### src/verilog/cce_msg_pkg.sv
// shared widths, credit limit and message encodings for the CCE message unit
// memory, LCE request, LCE command, LCE response, coherence state and mode enums
package cce_msg_pkg;

  // address and block geometry
  localparam int PADDR_W        = 32;
  localparam int BLOCK_W        = 64;
  localparam int LG_BLOCK_BYTES = 3;

  // LCE population and message fields
  localparam int NUM_LCE   = 4;
  localparam int LCE_ID_W  = 2;
  localparam int CCE_ID_W  = 2;
  localparam int WAY_W     = 3;
  localparam int SIZE_W    = 3;

  // memory flow control
  localparam int MEM_CREDITS = 4;
  localparam int CREDIT_W    = 3;

  // invalidation ack tracking
  localparam int INV_CNT_W = 3;

  typedef enum logic [1:0] {
    e_mem_msg_rd    = 2'd0,
    e_mem_msg_uc_rd = 2'd1,
    e_mem_msg_uc_wr = 2'd2
  } mem_msg_e;

  typedef enum logic [1:0] {
    e_lce_req_rd    = 2'd0,
    e_lce_req_uc_rd = 2'd1,
    e_lce_req_uc_wr = 2'd2
  } lce_req_e;

  typedef enum logic [1:0] {
    e_lce_cmd_data       = 2'd0,
    e_lce_cmd_uc_data    = 2'd1,
    e_lce_cmd_uc_st_done = 2'd2,
    e_lce_cmd_inv        = 2'd3
  } lce_cmd_e;

  // only inv_ack is consumed here, coh_ack belongs to the dropped ack path
  typedef enum logic [1:0] {
    e_lce_resp_inv_ack = 2'd0,
    e_lce_resp_coh_ack = 2'd1
  } lce_resp_e;

  typedef enum logic [1:0] {
    e_coh_i = 2'd0,
    e_coh_s = 2'd1,
    e_coh_e = 2'd2,
    e_coh_m = 2'd3
  } coh_state_e;

  typedef enum logic {
    e_cce_mode_uncached = 1'b0,
    e_cce_mode_normal   = 1'b1
  } cce_mode_e;

endpackage

### src/verilog/cce_mode_ctrl.sv
// memory credit counter and CCE mode register
// mode follows the configured mode only while no memory response is outstanding
`timescale 1ns/1ps

module cce_mode_ctrl (
  input  logic                   clk_i,
  input  logic                   reset_i,
  input  cce_msg_pkg::cce_mode_e cfg_mode_i,
  input  logic                   mem_cmd_sent_i,
  input  logic                   mem_resp_pop_i,
  output cce_msg_pkg::cce_mode_e mode_o,
  output logic                   credit_free_o
);

  import cce_msg_pkg::*;

  // outstanding memory responses
  logic [CREDIT_W-1:0] credit_cnt;
  cce_mode_e           mode_r;

  always_ff @(posedge clk_i) begin
    if (reset_i) begin
      credit_cnt <= '0;
      mode_r     <= e_cce_mode_uncached;
    end else begin
      // send and pop in one cycle cancel out
      if (mem_cmd_sent_i & ~mem_resp_pop_i) begin
        credit_cnt <= credit_cnt + 1'b1;
      end else if (mem_resp_pop_i & ~mem_cmd_sent_i) begin
        credit_cnt <= credit_cnt - 1'b1;
      end
      // switch only with nothing in flight
      if (credit_cnt == '0) begin
        mode_r <= cfg_mode_i;
      end
    end
  end

  assign credit_free_o = (credit_cnt < CREDIT_W'(MEM_CREDITS));
  assign mode_o        = mode_r;

endmodule

### src/verilog/cce_req_issue.sv
// LCE request to memory command translation
// uncached requests in any mode, cached reads only in normal mode
`timescale 1ns/1ps

module cce_req_issue (
  input  cce_msg_pkg::cce_mode_e              mode_i,
  input  cce_msg_pkg::cce_mode_e              cfg_mode_i,
  input  logic                                credit_free_i,
  input  logic                                lce_req_v_i,
  input  cce_msg_pkg::lce_req_e               lce_req_type_i,
  input  logic [cce_msg_pkg::LCE_ID_W-1:0]    lce_req_src_i,
  input  logic [cce_msg_pkg::PADDR_W-1:0]     lce_req_addr_i,
  input  logic [cce_msg_pkg::SIZE_W-1:0]      lce_req_size_i,
  input  logic [cce_msg_pkg::BLOCK_W-1:0]     lce_req_data_i,
  output logic                                lce_req_yumi_o,
  output logic                                mem_cmd_v_o,
  output cce_msg_pkg::mem_msg_e               mem_cmd_type_o,
  output logic [cce_msg_pkg::PADDR_W-1:0]     mem_cmd_addr_o,
  output logic [cce_msg_pkg::SIZE_W-1:0]      mem_cmd_size_o,
  output logic [cce_msg_pkg::LCE_ID_W-1:0]    mem_cmd_lce_id_o,
  output logic                                mem_cmd_uncached_o,
  output logic [cce_msg_pkg::BLOCK_W-1:0]     mem_cmd_data_o,
  input  logic                                mem_cmd_ready_i
);

  import cce_msg_pkg::*;

  logic normal;
  logic uc_open;
  logic can_send;

  // uncached mode stops issuing once normal mode is requested so the switch can drain
  assign normal   = (mode_i == e_cce_mode_normal);
  assign uc_open  = normal | (cfg_mode_i != e_cce_mode_normal);
  assign can_send = lce_req_v_i & credit_free_i & mem_cmd_ready_i;

  always_comb begin
    mem_cmd_v_o        = 1'b0;
    mem_cmd_type_o     = e_mem_msg_uc_rd;
    mem_cmd_addr_o     = lce_req_addr_i;
    mem_cmd_size_o     = lce_req_size_i;
    mem_cmd_lce_id_o   = lce_req_src_i;
    mem_cmd_uncached_o = 1'b1;
    mem_cmd_data_o     = '0;
    case (lce_req_type_i)
      e_lce_req_uc_rd: begin
        mem_cmd_v_o = can_send & uc_open;
      end
      e_lce_req_uc_wr: begin
        mem_cmd_v_o    = can_send & uc_open;
        mem_cmd_type_o = e_mem_msg_uc_wr;
        mem_cmd_data_o = lce_req_data_i;
      end
      e_lce_req_rd: begin
        // cached fill, block aligned; stalls on the port in uncached mode
        mem_cmd_v_o        = can_send & normal;
        mem_cmd_type_o     = e_mem_msg_rd;
        mem_cmd_addr_o     = {lce_req_addr_i[PADDR_W-1:LG_BLOCK_BYTES], {LG_BLOCK_BYTES{1'b0}}};
        mem_cmd_uncached_o = 1'b0;
      end
      default: begin
      end
    endcase
    // pop in the same cycle the command goes out
    lce_req_yumi_o = mem_cmd_v_o;
  end

endmodule

### src/verilog/cce_resp_forward.sv
// memory response to LCE command forwarding
// also arbitrates the LCE command port, invalidations take it when no response forwards
`timescale 1ns/1ps

module cce_resp_forward (
  input  cce_msg_pkg::cce_mode_e              mode_i,
  input  logic [cce_msg_pkg::CCE_ID_W-1:0]    cce_id_i,
  input  logic                                mem_resp_v_i,
  input  cce_msg_pkg::mem_msg_e               mem_resp_type_i,
  input  logic [cce_msg_pkg::PADDR_W-1:0]     mem_resp_addr_i,
  input  logic [cce_msg_pkg::SIZE_W-1:0]      mem_resp_size_i,
  input  logic [cce_msg_pkg::LCE_ID_W-1:0]    mem_resp_lce_id_i,
  input  logic [cce_msg_pkg::WAY_W-1:0]       mem_resp_way_i,
  input  cce_msg_pkg::coh_state_e             mem_resp_state_i,
  input  logic [cce_msg_pkg::BLOCK_W-1:0]     mem_resp_data_i,
  output logic                                mem_resp_yumi_o,
  output logic                                lce_cmd_v_o,
  output cce_msg_pkg::lce_cmd_e               lce_cmd_type_o,
  output logic [cce_msg_pkg::LCE_ID_W-1:0]    lce_cmd_dst_o,
  output logic [cce_msg_pkg::CCE_ID_W-1:0]    lce_cmd_src_o,
  output logic [cce_msg_pkg::PADDR_W-1:0]     lce_cmd_addr_o,
  output logic [cce_msg_pkg::SIZE_W-1:0]      lce_cmd_size_o,
  output logic [cce_msg_pkg::WAY_W-1:0]       lce_cmd_way_o,
  output cce_msg_pkg::coh_state_e             lce_cmd_state_o,
  output logic [cce_msg_pkg::BLOCK_W-1:0]     lce_cmd_data_o,
  input  logic                                lce_cmd_ready_i,
  input  logic                                inv_cmd_v_i,
  input  logic [cce_msg_pkg::LCE_ID_W-1:0]    inv_dst_i,
  input  logic [cce_msg_pkg::WAY_W-1:0]       inv_way_i,
  input  logic [cce_msg_pkg::PADDR_W-1:0]     inv_addr_i,
  output logic                                inv_grant_o
);

  import cce_msg_pkg::*;

  // a response wants the port this cycle
  logic fwd_v;

  always_comb begin
    fwd_v = 1'b0;
    // invalidate fields by default, no size and no data
    lce_cmd_type_o  = e_lce_cmd_inv;
    lce_cmd_dst_o   = inv_dst_i;
    lce_cmd_src_o   = cce_id_i;
    lce_cmd_addr_o  = inv_addr_i;
    lce_cmd_size_o  = '0;
    lce_cmd_way_o   = inv_way_i;
    lce_cmd_state_o = e_coh_i;
    lce_cmd_data_o  = '0;
    if (mem_resp_v_i) begin
      case (mem_resp_type_i)
        e_mem_msg_uc_rd: begin
          fwd_v          = 1'b1;
          lce_cmd_type_o = e_lce_cmd_uc_data;
          lce_cmd_size_o = mem_resp_size_i;
          lce_cmd_data_o = mem_resp_data_i;
        end
        e_mem_msg_uc_wr: begin
          // store done carries no data
          fwd_v          = 1'b1;
          lce_cmd_type_o = e_lce_cmd_uc_st_done;
        end
        e_mem_msg_rd: begin
          // cached fills wait for normal mode
          if (mode_i == e_cce_mode_normal) begin
            fwd_v           = 1'b1;
            lce_cmd_type_o  = e_lce_cmd_data;
            lce_cmd_size_o  = mem_resp_size_i;
            lce_cmd_way_o   = mem_resp_way_i;
            lce_cmd_state_o = mem_resp_state_i;
            lce_cmd_data_o  = mem_resp_data_i;
          end
        end
        default: begin
        end
      endcase
    end
    if (fwd_v) begin
      lce_cmd_dst_o  = mem_resp_lce_id_i;
      lce_cmd_addr_o = mem_resp_addr_i;
    end
    mem_resp_yumi_o = fwd_v & lce_cmd_ready_i;
    inv_grant_o     = ~fwd_v & lce_cmd_ready_i;
    lce_cmd_v_o     = mem_resp_yumi_o | (inv_grant_o & inv_cmd_v_i);
  end

endmodule

### src/verilog/cce_inv_engine.sv
// invalidation engine: idle, send and wait FSM
// lowest-id sharer pick, per-sharer way table, inv_ack up/down counter
`timescale 1ns/1ps

module cce_inv_engine (
  input  logic                                                   clk_i,
  input  logic                                                   reset_i,
  input  cce_msg_pkg::cce_mode_e                                 mode_i,
  input  logic                                                   inv_v_i,
  input  logic [cce_msg_pkg::PADDR_W-1:0]                        inv_addr_i,
  input  logic [cce_msg_pkg::LCE_ID_W-1:0]                       inv_req_lce_i,
  input  logic [cce_msg_pkg::NUM_LCE-1:0]                        sharers_hits_i,
  input  logic [cce_msg_pkg::NUM_LCE-1:0][cce_msg_pkg::WAY_W-1:0] sharers_ways_i,
  input  logic                                                   inv_grant_i,
  input  logic                                                   lce_resp_v_i,
  input  cce_msg_pkg::lce_resp_e                                 lce_resp_type_i,
  output logic                                                   inv_cmd_v_o,
  output logic [cce_msg_pkg::LCE_ID_W-1:0]                       inv_dst_o,
  output logic [cce_msg_pkg::WAY_W-1:0]                          inv_way_o,
  output logic [cce_msg_pkg::PADDR_W-1:0]                        inv_addr_o,
  output logic                                                   lce_resp_yumi_o,
  output logic                                                   busy_o
);

  import cce_msg_pkg::*;

  typedef enum logic [1:0] {
    ST_IDLE = 2'd0,
    ST_SEND = 2'd1,
    ST_WAIT = 2'd2
  } inv_state_e;

  inv_state_e                     state_r;
  logic [INV_CNT_W-1:0]           ack_cnt_r;
  logic [PADDR_W-1:0]             addr_r;
  logic [NUM_LCE-1:0]             mask_r;
  logic [NUM_LCE-1:0]             mask_nxt;
  logic [NUM_LCE-1:0][WAY_W-1:0]  ways_r;
  logic [LCE_ID_W-1:0]            pe_id;
  logic                           pe_v;
  logic                           start;
  logic                           send;
  logic                           ack;

  // lowest set bit of the remaining sharers
  always_comb begin
    pe_id = '0;
    for (int i = NUM_LCE - 1; i >= 0; i--) begin
      if (mask_r[i]) begin
        pe_id = LCE_ID_W'(i);
      end
    end
  end

  assign pe_v     = |mask_r;
  assign mask_nxt = mask_r & ~(NUM_LCE'(1) << pe_id);
  assign start    = (state_r == ST_IDLE) & inv_v_i & (mode_i == e_cce_mode_normal);
  // a send needs the port, a held grant keeps the current sharer
  assign send     = (state_r == ST_SEND) & pe_v & inv_grant_i;
  // acks drain whenever the engine is active
  assign ack      = busy_o & lce_resp_v_i & (lce_resp_type_i == e_lce_resp_inv_ack);

  always_ff @(posedge clk_i) begin
    if (reset_i) begin
      state_r   <= ST_IDLE;
      ack_cnt_r <= '0;
    end else begin
      case (state_r)
        ST_IDLE: begin
          if (start) begin
            state_r <= ST_SEND;
          end
        end
        ST_SEND: begin
          // empty mask falls straight through to wait
          if (~pe_v | (send & (mask_nxt == '0))) begin
            state_r <= ST_WAIT;
          end
        end
        ST_WAIT: begin
          if (ack_cnt_r == '0) begin
            state_r <= ST_IDLE;
          end
        end
        default: begin
          state_r <= ST_IDLE;
        end
      endcase
      if (send & ~ack) begin
        ack_cnt_r <= ack_cnt_r + 1'b1;
      end else if (ack & ~send) begin
        ack_cnt_r <= ack_cnt_r - 1'b1;
      end
    end
  end

  // capture on start, requester excluded from the sharer set
  always_ff @(posedge clk_i) begin
    if (start) begin
      addr_r <= inv_addr_i;
      mask_r <= sharers_hits_i & ~(NUM_LCE'(1) << inv_req_lce_i);
      ways_r <= sharers_ways_i;
    end else if (send) begin
      mask_r <= mask_nxt;
    end
  end

  assign inv_cmd_v_o     = (state_r == ST_SEND) & pe_v;
  assign inv_dst_o       = pe_id;
  assign inv_way_o       = ways_r[pe_id];
  assign inv_addr_o      = addr_r;
  assign lce_resp_yumi_o = ack;
  assign busy_o          = (state_r != ST_IDLE);

endmodule

### src/verilog/cce_msg_top.sv
// CCE message unit top level
// mode and credit control, request issue, response forward and invalidation engine
`timescale 1ns/1ps

module cce_msg_top (
  input  logic                                                   clk_i,
  input  logic                                                   reset_i,
  input  cce_msg_pkg::cce_mode_e                                 cfg_mode_i,
  input  logic [cce_msg_pkg::CCE_ID_W-1:0]                       cce_id_i,
  // LCE request, valid then yumi
  input  logic                                                   lce_req_v_i,
  input  cce_msg_pkg::lce_req_e                                  lce_req_type_i,
  input  logic [cce_msg_pkg::LCE_ID_W-1:0]                       lce_req_src_i,
  input  logic [cce_msg_pkg::PADDR_W-1:0]                        lce_req_addr_i,
  input  logic [cce_msg_pkg::SIZE_W-1:0]                         lce_req_size_i,
  input  logic [cce_msg_pkg::BLOCK_W-1:0]                        lce_req_data_i,
  output logic                                                   lce_req_yumi_o,
  // LCE response, only inv_ack is consumed
  input  logic                                                   lce_resp_v_i,
  input  cce_msg_pkg::lce_resp_e                                 lce_resp_type_i,
  input  logic [cce_msg_pkg::LCE_ID_W-1:0]                       lce_resp_src_i,
  output logic                                                   lce_resp_yumi_o,
  // LCE command, ready then valid
  output logic                                                   lce_cmd_v_o,
  output cce_msg_pkg::lce_cmd_e                                  lce_cmd_type_o,
  output logic [cce_msg_pkg::LCE_ID_W-1:0]                       lce_cmd_dst_o,
  output logic [cce_msg_pkg::CCE_ID_W-1:0]                       lce_cmd_src_o,
  output logic [cce_msg_pkg::PADDR_W-1:0]                        lce_cmd_addr_o,
  output logic [cce_msg_pkg::SIZE_W-1:0]                         lce_cmd_size_o,
  output logic [cce_msg_pkg::WAY_W-1:0]                          lce_cmd_way_o,
  output cce_msg_pkg::coh_state_e                                lce_cmd_state_o,
  output logic [cce_msg_pkg::BLOCK_W-1:0]                        lce_cmd_data_o,
  input  logic                                                   lce_cmd_ready_i,
  // memory command, ready then valid
  output logic                                                   mem_cmd_v_o,
  output cce_msg_pkg::mem_msg_e                                  mem_cmd_type_o,
  output logic [cce_msg_pkg::PADDR_W-1:0]                        mem_cmd_addr_o,
  output logic [cce_msg_pkg::SIZE_W-1:0]                         mem_cmd_size_o,
  output logic [cce_msg_pkg::LCE_ID_W-1:0]                       mem_cmd_lce_id_o,
  output logic                                                   mem_cmd_uncached_o,
  output logic [cce_msg_pkg::BLOCK_W-1:0]                        mem_cmd_data_o,
  input  logic                                                   mem_cmd_ready_i,
  // memory response, valid then yumi
  input  logic                                                   mem_resp_v_i,
  input  cce_msg_pkg::mem_msg_e                                  mem_resp_type_i,
  input  logic [cce_msg_pkg::PADDR_W-1:0]                        mem_resp_addr_i,
  input  logic [cce_msg_pkg::SIZE_W-1:0]                         mem_resp_size_i,
  input  logic [cce_msg_pkg::LCE_ID_W-1:0]                       mem_resp_lce_id_i,
  input  logic [cce_msg_pkg::WAY_W-1:0]                          mem_resp_way_i,
  input  cce_msg_pkg::coh_state_e                                mem_resp_state_i,
  input  logic [cce_msg_pkg::BLOCK_W-1:0]                        mem_resp_data_i,
  output logic                                                   mem_resp_yumi_o,
  // invalidation request
  input  logic                                                   inv_v_i,
  input  logic [cce_msg_pkg::PADDR_W-1:0]                        inv_addr_i,
  input  logic [cce_msg_pkg::LCE_ID_W-1:0]                       inv_req_lce_i,
  input  logic [cce_msg_pkg::NUM_LCE-1:0]                        sharers_hits_i,
  input  logic [cce_msg_pkg::NUM_LCE-1:0][cce_msg_pkg::WAY_W-1:0] sharers_ways_i,
  output cce_msg_pkg::cce_mode_e                                 cce_mode_o,
  output logic                                                   busy_o
);

  import cce_msg_pkg::*;

  logic                credit_free;
  logic                inv_grant;
  logic                inv_cmd_v;
  logic [LCE_ID_W-1:0] inv_dst;
  logic [WAY_W-1:0]    inv_way;
  logic [PADDR_W-1:0]  inv_cmd_addr;

  // sent commands and popped responses drive the credit count
  cce_mode_ctrl u_mode_ctrl (
    .clk_i(clk_i), .reset_i(reset_i), .cfg_mode_i(cfg_mode_i),
    .mem_cmd_sent_i(mem_cmd_v_o), .mem_resp_pop_i(mem_resp_yumi_o),
    .mode_o(cce_mode_o), .credit_free_o(credit_free)
  );

  cce_req_issue u_req_issue (
    .mode_i(cce_mode_o), .cfg_mode_i(cfg_mode_i), .credit_free_i(credit_free),
    .lce_req_v_i(lce_req_v_i), .lce_req_type_i(lce_req_type_i),
    .lce_req_src_i(lce_req_src_i), .lce_req_addr_i(lce_req_addr_i),
    .lce_req_size_i(lce_req_size_i), .lce_req_data_i(lce_req_data_i),
    .lce_req_yumi_o(lce_req_yumi_o), .mem_cmd_v_o(mem_cmd_v_o),
    .mem_cmd_type_o(mem_cmd_type_o), .mem_cmd_addr_o(mem_cmd_addr_o),
    .mem_cmd_size_o(mem_cmd_size_o), .mem_cmd_lce_id_o(mem_cmd_lce_id_o),
    .mem_cmd_uncached_o(mem_cmd_uncached_o), .mem_cmd_data_o(mem_cmd_data_o),
    .mem_cmd_ready_i(mem_cmd_ready_i)
  );

  cce_resp_forward u_resp_forward (
    .mode_i(cce_mode_o), .cce_id_i(cce_id_i), .mem_resp_v_i(mem_resp_v_i),
    .mem_resp_type_i(mem_resp_type_i), .mem_resp_addr_i(mem_resp_addr_i),
    .mem_resp_size_i(mem_resp_size_i), .mem_resp_lce_id_i(mem_resp_lce_id_i),
    .mem_resp_way_i(mem_resp_way_i), .mem_resp_state_i(mem_resp_state_i),
    .mem_resp_data_i(mem_resp_data_i), .mem_resp_yumi_o(mem_resp_yumi_o),
    .lce_cmd_v_o(lce_cmd_v_o), .lce_cmd_type_o(lce_cmd_type_o),
    .lce_cmd_dst_o(lce_cmd_dst_o), .lce_cmd_src_o(lce_cmd_src_o),
    .lce_cmd_addr_o(lce_cmd_addr_o), .lce_cmd_size_o(lce_cmd_size_o),
    .lce_cmd_way_o(lce_cmd_way_o), .lce_cmd_state_o(lce_cmd_state_o),
    .lce_cmd_data_o(lce_cmd_data_o), .lce_cmd_ready_i(lce_cmd_ready_i),
    .inv_cmd_v_i(inv_cmd_v), .inv_dst_i(inv_dst), .inv_way_i(inv_way),
    .inv_addr_i(inv_cmd_addr), .inv_grant_o(inv_grant)
  );

  // lce_resp_src_i is part of the LCE response port, acks are counted, not matched
  cce_inv_engine u_inv_engine (
    .clk_i(clk_i), .reset_i(reset_i), .mode_i(cce_mode_o), .inv_v_i(inv_v_i),
    .inv_addr_i(inv_addr_i), .inv_req_lce_i(inv_req_lce_i),
    .sharers_hits_i(sharers_hits_i), .sharers_ways_i(sharers_ways_i),
    .inv_grant_i(inv_grant), .lce_resp_v_i(lce_resp_v_i),
    .lce_resp_type_i(lce_resp_type_i), .inv_cmd_v_o(inv_cmd_v), .inv_dst_o(inv_dst),
    .inv_way_o(inv_way), .inv_addr_o(inv_cmd_addr), .lce_resp_yumi_o(lce_resp_yumi_o),
    .busy_o(busy_o)
  );

endmodule

### config.mk
export PLATFORM = sky130hd
export DESIGN_NAME = cce_msg_top
export DESIGN_NICKNAME = d
export VERILOG_FILES = /design/src/verilog/cce_msg_pkg.sv /design/src/verilog/cce_mode_ctrl.sv /design/src/verilog/cce_req_issue.sv /design/src/verilog/cce_resp_forward.sv /design/src/verilog/cce_inv_engine.sv /design/src/verilog/cce_msg_top.sv
export SDC_FILE = /design/constraint.sdc
export NUM_CORES = 1
export LEC_CHECK = 0
export ABC_CLOCK_PERIOD_IN_PS = 4010
export BUFFER_PORTS_ARGS = -buffer_cell sky130_fd_sc_hd__clkbuf_2
export CORE_AREA = 2 2 192 194
export DETAILED_ROUTE_END_ITERATION = 8
export DIE_AREA = 0 0 194 196
export HOLD_SLACK_MARGIN = 0.15
export PLACE_DENSITY = 0.46
export SKIP_CTS_REPAIR_TIMING = 1
export SLEW_MARGIN = 15
export SYNTH_ARGS = -nofsm -noshare
export SYNTH_HDL_FRONTEND = slang
export SYNTH_HIERARCHICAL = 1
export SYNTH_SLANG_ARGS = --single-unit
export TNS_END_PERCENT = 1
### constraint.sdc
create_clock -name clk_i -period 4.01 [get_ports clk_i]
set_input_delay 1.203 -clock clk_i [delete_from_list [all_inputs] [get_ports clk_i]]
set_output_delay 1.203 -clock clk_i [all_outputs]
set_load 0.005 [all_outputs]
* Word level (Yosys, flattened, before mapping)
Cells that the tools add are included.
** Storage, ports and cells
- Register bits :: 57
- Word-level logic and storage cells :: 114
** Cells by class
- Add/subtract/negate cells :: 4
- Order comparisons :: 2
- Equality and inequality tests :: 9
- Shift operators :: 2
- Muxes and demuxes :: 41
- Bitwise logic cells :: 31
- Reductions and logical operators :: 15
** Operators by type and width (count)
- 64-bit two-way mux :: 3
- 64-bit case mux with 2 select lines :: 1
- 3-bit two-way mux :: 11
- 32-bit two-way mux :: 1
- 2-bit two-way mux :: 13
- 1-bit bitwise AND :: 17
- 2-bit case mux with 3 select lines :: 2
- 4-bit bitwise AND :: 2
- 2-bit logical NOT :: 4
- 4-bit two-way mux :: 2
- 4-bit NOT :: 2
- 2-bit nonzero test :: 4
- 1-bit by 2-bit left shift with 4-bit output, first input constant :: 2
- 1-bit NOT :: 7
- 3-bit by 1-bit adder with 3-bit output, second input constant :: 2
- 3-bit binary-select mux with 2-bit select :: 1
- 2-bit by 1-bit == test with 1-bit output, second input constant :: 3
- 2-bit == test, second input constant :: 3
- 3-bit logical NOT :: 2
- 3-bit case mux with 2 select lines :: 1
- 3-bit by 1-bit subtractor with 3-bit output, second input constant :: 2
- 4-bit logical NOT :: 1
- 2-bit by 1-bit inequality test with 1-bit output, second input constant :: 2
- 1-bit case mux with 2 select lines :: 2
- other kinds (9) :: 14

* Depth between registers and ports, before layout
Gate-level depths: netlist of the first run.
- Word-level depth :: 12
- Mapped depth :: 13

* By module
The synthesis of the first run kept the hierarchy.
** By module, submodules not included
- cce_inv_engine :: times used 1, cells each 117, area an instance 1999.4 sq um, seq. area each 1541.5 sq um
- cce_resp_forward :: times used 1, cells each 137, area an instance 1186.1 sq um, seq. area each 0.0 sq um
- cce_req_issue :: times used 1, cells each 117, area an instance 795.8 sq um, seq. area each 0.0 sq um
- cce_mode_ctrl :: times used 1, cells each 20, area an instance 193.9 sq um, seq. area each 80.1 sq um

* Worst setup path before layout of the first run
OpenSTA, ideal clock, no wires.
- Path kind :: input -> register
- Start point :: input mem_resp_type_i[0]
- End point :: register u_inv_engine.ack_cnt_r[2]
- Setup time :: 70 ps
- Arrival :: 3419 ps
- Data required time :: 3940 ps
- Path slack :: 521 ps
- Cell stages on the path :: 13
- Buffers on the path :: 1
- Path through :: inv_1 -> ha_1 -> a21oi_2 -> nor2_8 -> buf_6 -> nor2b_1 -> and2_4 -> ha_1 -> inv_1 -> fa_1 -> xor2_1 -> or3_1 -> a21oi_1
** Between the ends
- Cells in the longest elaborated chain, start to end :: 10
- Elaborated cells on any way between the ends :: 14
- Classes of those cells :: eq/ne (2); mux (3); bitwise (6); reduce/logical (3)
** RTL lines
- from (decl) :: line cce_msg_top.sv:45 : input cce_msg_pkg::mem_msg_e mem_resp_type_i,
- 2-bit by 1-bit == test with 1-bit output / 2-bit == test (equally long branches) :: line cce_resp_forward.sv:51 : case (mem_resp_type_i)
- 2-bit OR reduction (no source line)
- 1-bit case mux with 2 select lines (*) :: line cce_resp_forward.sv:51
- 1-bit two-way mux (*) :: line cce_resp_forward.sv:50 : if (mem_resp_v_i) begin
- 1-bit NOT (*) :: line cce_resp_forward.sv:83 : inv_grant_o = ~fwd_v & lce_cmd_ready_i;
- 1-bit bitwise AND (*) :: line cce_resp_forward.sv:83
- via inv_grant :: line cce_msg_top.sv:66 : logic inv_grant;
- 1-bit bitwise AND (*) :: line cce_inv_engine.sv:59 : assign send = (state_r == ST_SEND) & pe_v & inv_grant_i;
- 1-bit NOT :: line cce_inv_engine.sv:91 : end else if (ack & ~send) begin
- 1-bit bitwise AND :: line cce_inv_engine.sv:91
- 2-bit nonzero test (no source line)
- to (signal assigned) :: line cce_inv_engine.sv:90 : ack_cnt_r <= ack_cnt_r + 1'b1;
- to (signal assigned) :: line cce_inv_engine.sv:92 : ack_cnt_r <= ack_cnt_r - 1'b1;
- to (decl) :: line cce_inv_engine.sv:34 : logic [INV_CNT_W-1:0] ack_cnt_r;
Mark *: on every way through the listed nets, which the timed path passes. The rest lies on a longest branch.
A chain may end at the register's enable or synchronous reset.

* Final worst setup path of the first run
- Start point :: input mem_resp_type_i[0]
- End point :: output lce_cmd_addr_o[14] (netlist name)
** Between the ends
- Cells in the longest elaborated chain, start to end :: 5
- Elaborated cells on any way between the ends :: 7
- Classes of those cells :: eq/ne (2); mux (3); reduce/logical (2)
** RTL lines
- 2-bit by 1-bit == test with 1-bit output / 2-bit == test (equally long branches) :: line cce_resp_forward.sv:51
- 2-bit OR reduction (no source line)
- 1-bit case mux with 2 select lines (*) :: line cce_resp_forward.sv:51
- 1-bit two-way mux (*) :: line cce_resp_forward.sv:50
- 32-bit two-way mux (*) :: line cce_resp_forward.sv:78 : if (fwd_v) begin
- to (decl) :: line cce_msg_top.sv:28 : output logic [cce_msg_pkg::PADDR_W-1:0] lce_cmd_addr_o,
Mark *: on every way between the ends. The rest lies on a longest branch, timed or not.

==> metrics.md, run 1 <==
| Metric | Value |
|---|---|
| Biggest area contributors in the synthesized netlist | `edfxtp_1, and2_1, mux2_4` |
| Max-slew violations | `0` |
| Max_cap viols | `0` |
| Worst-path clk slew | `around 0.05 ns` |
| Width of the die | `194 um` |
| Rel. slew slack | `61.9%` |
| Flip-flop and latch area | `around 1600 um^2` |
| Cell mode on critical path | `clkbuf_2` |
| Fillers | `just over 4000` |
| Die Area | `~38000 um^2` |
| Hpwl dp | `18500 um` |
| Final wirelength | `20800 um` |
| # IOs | `between 400 and 500` |
| CTS Buf Count | `9` |
| Worst setup EP type | `primary output` |
| # DRC | `0` |
| Mapped Cells | `around 400` |
| Synth top area share | `approximately a third` |
| Area growth syn-to-layout | `64.3%` |
| Hold Path Depth | `2` |
| Crit-path cells | `clkbuf_2 -> inv_1 -> ha_1 -> a21oi_2 -> nor2_8 -> buf_12 -> mux2_4 -> clkbuf_2` |
| Min Tclk post-route | `roughly 3.8 ns` |
| Synthesis-stage register bit count | `57` |
| Root buf cell | `clkbuf_16` |
| Hold Crit Start | `u_inv_engine/ack_cnt_r[2]$_SDFFE_PP0P_` |
| Antenna violations before repair | `0` |
| DR WL/cell | `about 17 um` |
| CP Data Required Time | `2.81 ns` |
| Pin count of the biggest net entering global routing | `68` |
| CP max stage delay | `roughly 0.33 ns` |
| Mapped cell area | `between 4000 and 5000 um^2` |
| Synth Net Count | `a little under 700` |
| Pwr per Cell Area | `between 200 and 300 nW/um^2` |
| First-pass GRT wire length | `28900 um` |
| Multi-input combinational cell area | `2070 um^2` |
| Status | `finished clean` |
| Crit path arrival time | `2.64 ns` |
| Area of the core | `~36000 um^2` |
| GP Congestion | `~0.75` |
| Buffers on Ports | `422` |
| Sequential share of power | `about 36%` |
| Fin crit share | `a little over nine tenths` |
| Synth Warn # | `6` |
| Sw Ratio | `25.3%` |
| FF-to-FF Start | `u_mode_ctrl/mode_o$_SDFFE_PP0N_` |
| Kind of critical path | `input port to primary output` |
| WHS Endpoint | `u_inv_engine/ack_cnt_r[2]$_SDFFE_PP0P_` |
| Crit Reg-Reg Endpoint | `u_inv_engine/ack_cnt_r[2]$_SDFFE_PP0P_` |
| Worst Path Max Fanout | `18` |
| DRT antenna net count | `0` |
| Internal power | `between 1000 and 1500 uW` |
| Met3 Use GR | `~3.5%` |
| Starting Density | `11.6%` |
| Leak Pwr | `0.00353 uW` |
| Final TNS setup | `0 ns` |
| Gr usage total | `a little over a tenth` |
| Vias in the first global route | `roughly 4200` |
| Yosys cell types | `44` |
| Worst-Skew Late Latency | `roughly 0.32 ns` |
| Cell taking the most area after synthesis | `edfxtp_1` |
| Fin. Hold Viols | `0` |
| Max Fclk | `0.260 GHz` |
| Routed vias/inst | `3.38` |
| Clock skew | `0.00506 ns` |
| CP max-delay cell | `mux2_4` |
| Psw | `~500 uW` |
| FF-to-FF path depth | `11` |
| RSZ-0062 raised after global routing | `false` |
| CTS max path bufs | `2` |
| Vias post-DR | `roughly 4200` |
| Clock power frac | `between 40% and 50%` |
| Layout cells sized above 1 | `between 60% and 70%` |
| Gate power share | `24.1%` |
| Startpoint Class | `input port` |
| Clock sink total | `57` |
| Class of the worst hold path | `flip-flop to flip-flop` |
| CTS tree | `yes` |
| Worst IR Drop VDD | `0.000173 V` |
| Final core occ | `about a fifth` |
| Seq/Total Area, Yosys | `roughly two fifths` |
| Max H-tree Level | `3` |
| Final setup vio count | `0` |
| M2 GR Usage | `between 15 and 20%` |
| 1st-iter DRT viols | `127` |
| GR peak layer | `met2` |
| Site row count | `70` |
| Nets | `~1100` |
| Die H | `~200 um` |
| Avg Inst Size Synth | `10.7 um^2` |
| Global route total overflow | `0` |
| R2R Setup Slk | `1.39 ns` |
| Met1 usage | `12.7%` |
| Worst-margin pin slew | `0.570 ns` |
| Drt first pass iters | `4` |
worst max-delay path, delay by kind of cell:
family                     cells  cell delay, ns
AOI/OAI and AO/OA              1            0.06
adders and majority gates      1            0.28
buffers and inverters          4            0.50
muxes                          1            0.33
and+or+nand+nor                1            0.25
cell type report:
cell class | instances | area share (%)
inverters | 14 | 0.766
multi-input cells | 263 | 30.1
flip-flops and latches | 57 | 23.6
well taps | 468 | 8.53
repair buffers | 430 | 32.4
clock inverters | 7 | 1.24
clock buffers | 9 | 3.28
diodes | 1 | 0.0365
sequential cells by signal, summed over array words and instances, names as in the netlist:
register                 cells
u_inv_engine/mask_r          4
u_mode_ctrl/mode_o           1
u_inv_engine/state_r         2
u_inv_engine/ways_r         12
u_inv_engine/inv_addr_o     32
u_mode_ctrl/credit_cnt       3
u_inv_engine/ack_cnt_r       3
power groups by stage:
| stage | clock network, uW | logic [uW] | registers, uW |
|---|---|---|---|
| 5_1_grt | 857 | 528 | 714 |
| 3_3_place_gp | 0 | 486 | 721 |
| 2_1_floorplan | 0 | 252 | 711 |
| 3_5_place_dp | 0 | 490 | 720 |
| 6_report | 798 | 478 | 708 |
| 4_1_cts | 829 | 492 | 710 |
how the worst max path moves through the flow:
stage                                   from  slack [ns]                                     end  depth (start not counted)
after floorplan           mem_resp_type_i[0]        0.52  u_inv_engine/ack_cnt_r[2]$_SDFFE_PP0P_                         13
after global placement    mem_resp_type_i[1]        0.15                      lce_cmd_addr_o[14]                          8
after detailed placement  mem_resp_type_i[1]        0.14                      lce_cmd_addr_o[14]                          8
after CTS                 mem_resp_type_i[0]        0.14                      lce_cmd_addr_o[14]                          8
after global routing      mem_resp_type_i[1]        0.08                      lce_cmd_addr_o[14]                          8
final                     mem_resp_type_i[0]        0.17                      lce_cmd_addr_o[14]                          8
cells in the final DEF, fill, tap and decap left out, drive strengths merged, types with 5 or more instances in the layout:
cell | netlist | layout
clkbuf | 7 | 431
nand3 | 6 | 6
buf | 50 | 8
mux2 | 37 | 37
and2 | 134 | 134
ha | 5 | 5
dfxtp | 9 | 9
o21ai | 9 | 9
nor2 | 11 | 11
edfxtp | 48 | 48
mux2i | 12 | 12
nor2b | 7 | 7
nor3 | 5 | 5
nand2 | 6 | 6
inv | 14 | 14
metal layers:
metal | up-vias | share of wire, %
li1 | 2035 | -
met1 | 1874 | 40
met2 | 275 | 47
met3 | 35 | 9.7
met4 | 0 | 2.7
met5 | - | 0
stage by stage:
step | power [uW] | cells | setup WS (ns) | hold WS [ns] | area, um^2
after global routing | 2100 | 1248 | 0.0822 | 0.507 | 6860
after detailed placement | 1210 | 1232 | 0.138 | 0.478 | 6550
final | 1980 | 1249 | 0.170 | 0.486 | 6860
after global placement | 1210 | 1232 | 0.149 | 0.475 | 6550
after CTS | 2030 | 1248 | 0.137 | 0.486 | 6860
after floorplan | 963 | 391 | 0.521 | 0.450 | 4180
synthesized netlist by cell type (all sizes together):
| cell type | n |
|---|---|
| and3 | 2 |
| nor2b | 7 |
| nor2 | 11 |
| dfxtp | 9 |
| o311ai | 2 |
| nand3 | 6 |
| o21bai | 2 |
| a21o | 1 |
| nor3 | 5 |
| nand2 | 6 |
| maj3 | 1 |
| fa | 2 |
| inv | 14 |
| a221oi | 1 |
| o21ai | 9 |
| o21a | 2 |
| clkbuf | 7 |
| a21oi | 4 |
| xor2 | 4 |
| nand2b | 2 |
| or3 | 3 |
| mux2 | 37 |
| buf | 50 |
| edfxtp | 48 |
| ha | 5 |
| nor4 | 1 |
| nor3b | 2 |
| mux2i | 12 |
| and2 | 134 |
| o31ai | 1 |
| or2 | 1 |
cells by family after synthesis:
| family | share of synthesized area, % |
|---|---|
| AO/OA/AOI/OAI | 3.36 |
| buffers and inverters | 11.8 |
| adder cells (fa/ha/maj) | 2.73 |
| multiplexers | 15.3 |
| XOR/XNOR | 0.839 |
| AND/OR/NAND/NOR | 27.2 |
| flip-flops | 38.8 |
Power figures use the tool's default switching activity.
==> run 2, diff against run 1 <==
==> constraint.sdc (replaced) <==
create_clock -name clk_i -period 4.01 [get_ports clk_i]
set_input_delay 0.802 -clock clk_i [delete_from_list [all_inputs] [get_ports clk_i]]
set_output_delay 0.802 -clock clk_i [all_outputs]
set_load 0.005 [all_outputs]
==> metrics.md, run 2 (synthesized netlist as in run 1, its figures left out) <==
| Metric | Value |
|---|---|
| Status | `finished clean` |
| Leak Pwr | `0.00348 uW` |
| Pwr per Cell Area | `between 200 and 300 nW/um^2` |
| Vias post-DR | `roughly 4200` |
| Worst-margin pin slew | `0.750 ns` |
| Kind of critical path | `input port to primary output` |
| DRT antenna net count | `0` |
| Fin Hold WS | `0.499 ns` |
| Max-slew violations | `0` |
| Nets | `1056` |
| 1st-iter DRT viols | `110` |
| Commonest non-fill, non-tap cell in the layout | `clkbuf_2` |
| Width of the die | `194 um` |
| Routed vias/inst | `about 3.4` |
| Max Fclk | `~0.29 GHz` |
| CTS Buf Count | `9` |
| Area of the core | `around 36000 um^2` |
| Die H | `between 150 and 200 um` |
| Fin crit share | `roughly 86%` |
| RSZ-0062 raised after global routing | `false` |
| Worst-Skew Late Latency | `between 0.3 and 0.4 ns` |
| Hpwl dp | `18500 um` |
| Startpoint Class | `input port` |
| Worst IR Drop VDD | `~0.00018 V` |
| Clock sink total | `between 50 and 60` |
| Max_cap viols | `0` |
| # IOs | `~500` |
| Class of the worst hold path | `flip-flop to flip-flop` |
| Worst setup EP type | `primary output` |
| DR WL/cell | `approximately 17 um` |
| Fin. Hold Viols | `0` |
| Die Area | `roughly 38000 um^2` |
| Site row count | `70` |
| Final setup vio count | `0` |
| CTS max path bufs | `2` |
| Max H-tree Level | `3` |
| GP Congestion | `approximately 0.76` |
| Root buf cell | `clkbuf_16` |
| N_diodes | `0` |
| # DRC | `0` |
| Antenna violations before repair | `0` |
| Worst Path Max Fanout | `32` |
| Crit path arrival time | `2.66 ns` |
| Global route total overflow | `0` |
| Final wirelength | `21100 um` |
| Min Tclk post-route | `around 3.5 ns` |
| Final core occ | `a little under a fifth` |
| CP Data Required Time | `between 3 and 4 ns` |
| Final TNS setup | `0 ns` |
| Commonest non-fill, non-tap cells in the layout | `clkbuf_2, and2_1, edfxtp_1, mux2_4, inv_1` |
| Clock skew | `roughly 0.0092 ns` |
| Starting Density | `11.6%` |
| Vias in the first global route | `between 4000 and 5000` |
| Layout cells sized above 1 | `62.6%` |
| Drt first pass iters | `4` |
| Gr usage total | `a little over a tenth` |
| CTS tree | `yes` |
| Worst-path clk slew | `approximately 0.050 ns` |
| Area after DPL | `roughly 6500 um^2` |
| Area growth syn-to-layout | `62.2%` |
| Buffers on Ports | `about 420` |
| Max reg flops | `32` |
| Rel. slew slack | `about half` |
| Pin count of the biggest net entering global routing | `between 60 and 70` |
| First-pass GRT wire length | `29100 um` |
| Final Cell Area | `between 6000 and 7000 um^2` |
| Fillers | `4078` |
==> run 2: cell count changes in the layout (fill, tap and decap cells not counted), sizes merged <==
cell / before / now
bufinv: 2 / 1
diode: 1 / 0
clkinvlp: 1 / 2
buf: 8 / 6
==> run 2: final timing paths <==
| check | from | endpoint | slack [ns] | cells past startpoint |
|---|---|---|---|---|
| worst max-delay path | mem_resp_type_i[1] | lce_cmd_addr_o[6] | 0.55 | 8 |
| worst min-delay path | u_inv_engine/ack_cnt_r[2]$_SDFFE_PP0P_ | u_inv_engine/ack_cnt_r[2]$_SDFFE_PP0P_ | 0.50 | 2 |
| worst max register to register | u_mode_ctrl/mode_o$_SDFFE_PP0N_ | u_inv_engine/ack_cnt_r[2]$_SDFFE_PP0P_ | 1.36 | 10 |
| worst min register to register | u_inv_engine/ack_cnt_r[2]$_SDFFE_PP0P_ | u_inv_engine/ack_cnt_r[2]$_SDFFE_PP0P_ | 0.50 | 2 |
==> run 2: per-layer routing <==
layer | vias to the layer above | track usage, % | wire, um
li1 | 2027 | - | -
met1 | 1883 | 12.3 | 8250
met2 | 278 | 17.0 | 10100
met3 | 30 | 4.25 | 2220
met4 | 0 | 3.82 | 550
met5 | - | 0 | 0
==> run 2: final cells by class <==
type / count / area, um^2 / area share (%)
Clock buffer: 9 / 225 / 3.33
Multi-Input combinational cell: 263 / 2070 / 30.5
Tap cell: 468 / 586 / 8.65
Inverter: 14 / 52.6 / 0.776
Clock inverter: 7 / 61.3 / 0.906
Sequential cell: 57 / 1620 / 24.0
Timing Repair Buffer: 428 / 2160 / 31.9
==> run 2: power by group <==
part | switching, uW | internal, uW | total (uW) | leakage [uW]
Combinational | 218 | 254 | 472 | 0.00284
Clock | 269 | 473 | 741 | 0.000134
Sequential | 21.8 | 684 | 706 | 0.000513
==> run 2: worst max-delay path: stages <==
cell and delay (ns):
clkbuf_2 0.11, inv_1 0.06, ha_1 0.28, a21oi_2 0.06, nor2_8 0.57, buf_4 0.30, mux2_4 0.31, clkbuf_2 0.11
==> run 2: stage by stage <==
step	std cells	worst slack (ns)	total power (uW)
after detailed placement	1230	0.498	1200
after global placement	1230	0.546	1200
final	1246	0.552	1920
after floorplan	391	0.922	963
after global routing	1246	0.440	2030
after CTS	1246	0.497	1970
==> run 3, diff against run 2 <==
- RECOVER_POWER: unset -> 50
==> metrics.md, run 3 (synthesized netlist as in run 1, its figures left out) <==
| Metric | Value |
|---|---|
| Status | `finished clean` |
| Width of the die | `~190 um` |
| Inst Count DP | `between 1000 and 1500` |
| Worst setup endpoint | `lce_cmd_addr_o[6]` |
| Area growth syn-to-layout | `61.4%` |
| FF-to-FF path depth | `4` |
| First-pass GRT wire length | `29100 um` |
| Flip-flop and latch area | `roughly 1600 um^2` |
| Area of the core | `approximately 36000 um^2` |
| Worst-Skew Late Latency | `0.32 ns` |
| Final wirelength | `21100 um` |
| Max-slew violations | `0` |
| Crit Reg-Reg Endpoint | `u_inv_engine/ways_r[0]$_DFFE_PP_` |
| Clock sink total | `57` |
| Global route total overflow | `0` |
| Pwr per Cell Area | `roughly 280 nW/um^2` |
| Routed vias/inst | `approximately 3.4` |
| Final setup vio count | `0` |
| GP Congestion | `roughly 0.76` |
| Die H | `just under 200 um` |
| Startpoint Class | `input port` |
| Min Tclk post-route | `about 3.5 ns` |
| Final TNS setup | `0 ns` |
| Max H-tree Level | `3` |
| Worst setup startpoint | `mem_resp_type_i[1]` |
| Setup WS post-layout | `0.498 ns` |
| Kind of critical path | `input port to primary output` |
| CP max-delay cell | `nor2_8` |
| Worst IR Drop VDD | `0.000176 V` |
| Max_cap viols | `0` |
| Commonest non-fill, non-tap cells in the layout | `clkbuf_2, and2_1, edfxtp_1, mux2_4, inv_1` |
| Clock skew | `approximately 0.0093 ns` |
| CTS Buf Count | `9` |
| Pin count of the biggest net entering global routing | `between 60 and 70` |
| 1st-iter DRT viols | `~120` |
| Starting Density | `roughly 12%` |
| Fin cells | `1246` |
| CTS max path bufs | `2` |
| Antenna violations before repair | `0` |
| Hpwl dp | `roughly 19000 um` |
| DR WL/cell | `16.9 um` |
| Worst Path Max Fanout | `32` |
| Commonest non-fill, non-tap cell in the layout | `clkbuf_2` |
| Fillers | `4088` |
| DRT antenna net count | `0` |
| # DRC | `0` |
| Leak Pwr | `between 0.003 and 0.004 uW` |
| R2R Setup Slk | `0.87 ns` |
| Multi-input combinational cell area | `2060 um^2` |
| Max Fclk | `~0.28 GHz` |
| DP Worst Slack | `~0.5 ns` |
| Rel. slew slack | `14.1%` |
| Vias in the first global route | `4255` |
| CP max stage delay | `~0.57 ns` |
| CP Data Required Time | `between 3 and 4 ns` |
| Crit-path cells | `clkbuf_1 -> inv_1 -> ha_1 -> a21oi_2 -> nor2_8 -> buf_4 -> mux2_4 -> clkbuf_2` |
| Nets | `approximately 1100` |
| Vias post-DR | `roughly 4200` |
| Gr usage total | `10.4%` |
| Layout cells sized above 1 | `slightly above 60%` |
| Drt first pass iters | `4` |
| Crit path arrival time | `roughly 2.7 ns` |
| Fin crit share | `roughly 88%` |
| CTS tree | `yes` |
| Buffers on Ports | `~420` |
| Site row count | `70` |
| # IOs | `497` |
| Root buf cell | `clkbuf_16` |
| Die Area | `roughly 38000 um^2` |
| Worst-path clk slew | `roughly 0.050 ns` |
| Worst setup EP type | `primary output` |
| Fin. Hold Viols | `0` |
| Worst-margin pin slew | `1.29 ns` |
| FF-to-FF Start | `u_mode_ctrl/mode_o$_SDFFE_PP0N_` |
| N_diodes | `0` |
| Max reg flops | `32` |
| RSZ-0062 raised after global routing | `false` |
| Class of the worst hold path | `flip-flop to flip-flop` |
==> run 3: cell type report <==
type,instances,share of cell area (%)
clock buffers,9,3.34
clock inverters,7,0.910
inverters,14,0.780
multi-input cells,263,30.6
flip-flops and latches,57,24.1
well taps,468,8.69
repair buffers,428,31.7
==> run 3: report_power, final <==
group | switching (uW) | total [uW] | internal (uW) | leakage (uW)
sequential | 21.8 | 707 | 685 | 0.000513
clock | 268 | 740 | 473 | 0.000134
combinational | 218 | 468 | 250 | 0.00279
==> run 3: worst min path at each step <==
stage / from / end / depth (start not counted)
after floorplan: u_inv_engine/ack_cnt_r[2]$_SDFFE_PP0P_ / u_inv_engine/ack_cnt_r[2]$_SDFFE_PP0P_ / 2
after global placement: u_inv_engine/ack_cnt_r[2]$_SDFFE_PP0P_ / u_inv_engine/ack_cnt_r[2]$_SDFFE_PP0P_ / 2
after detailed placement: u_inv_engine/ack_cnt_r[2]$_SDFFE_PP0P_ / u_inv_engine/ack_cnt_r[2]$_SDFFE_PP0P_ / 2
after CTS: u_inv_engine/ack_cnt_r[2]$_SDFFE_PP0P_ / u_inv_engine/ack_cnt_r[2]$_SDFFE_PP0P_ / 2
after global routing: u_inv_engine/ack_cnt_r[2]$_SDFFE_PP0P_ / u_inv_engine/ack_cnt_r[2]$_SDFFE_PP0P_ / 2
final: u_inv_engine/ack_cnt_r[2]$_SDFFE_PP0P_ / u_inv_engine/ack_cnt_r[2]$_SDFFE_PP0P_ / 2
==> run 3: through the flow <==
| stage | hold WS (ns) | area [um^2] | util, % | power (uW) |
|---|---|---|---|---|
| finish | 0.500 | 6740 | 18.7 | 1910 |
| floorplan | 0.450 | 4180 | - | 963 |
| CTS | 0.499 | 6770 | 18.8 | 1970 |
| global route | 0.533 | 6740 | 18.7 | 2020 |
| global placement | 0.473 | 6480 | 18.0 | 1200 |
| detailed placement | 0.487 | 6480 | 18.0 | 1200 |
==> run 3: metal layers <==
layer	global-route usage [%]	wire length (um)	up-vias
li1	-	-	2026
met1	12.3	8230	1886
met2	17.0	10100	274
met3	4.25	2230	30
met4	3.82	550	0
met5	0	0	-
==> run 3: critical path, delay by kind of cell <==
family,cells,cell delay (ns)
buffers and inverters,4,0.63
AND/OR/NAND/NOR,1,0.57
multiplexers,1,0.31
adder cells (fa/ha/maj),1,0.29
AO/OA/AOI/OAI,1,0.06
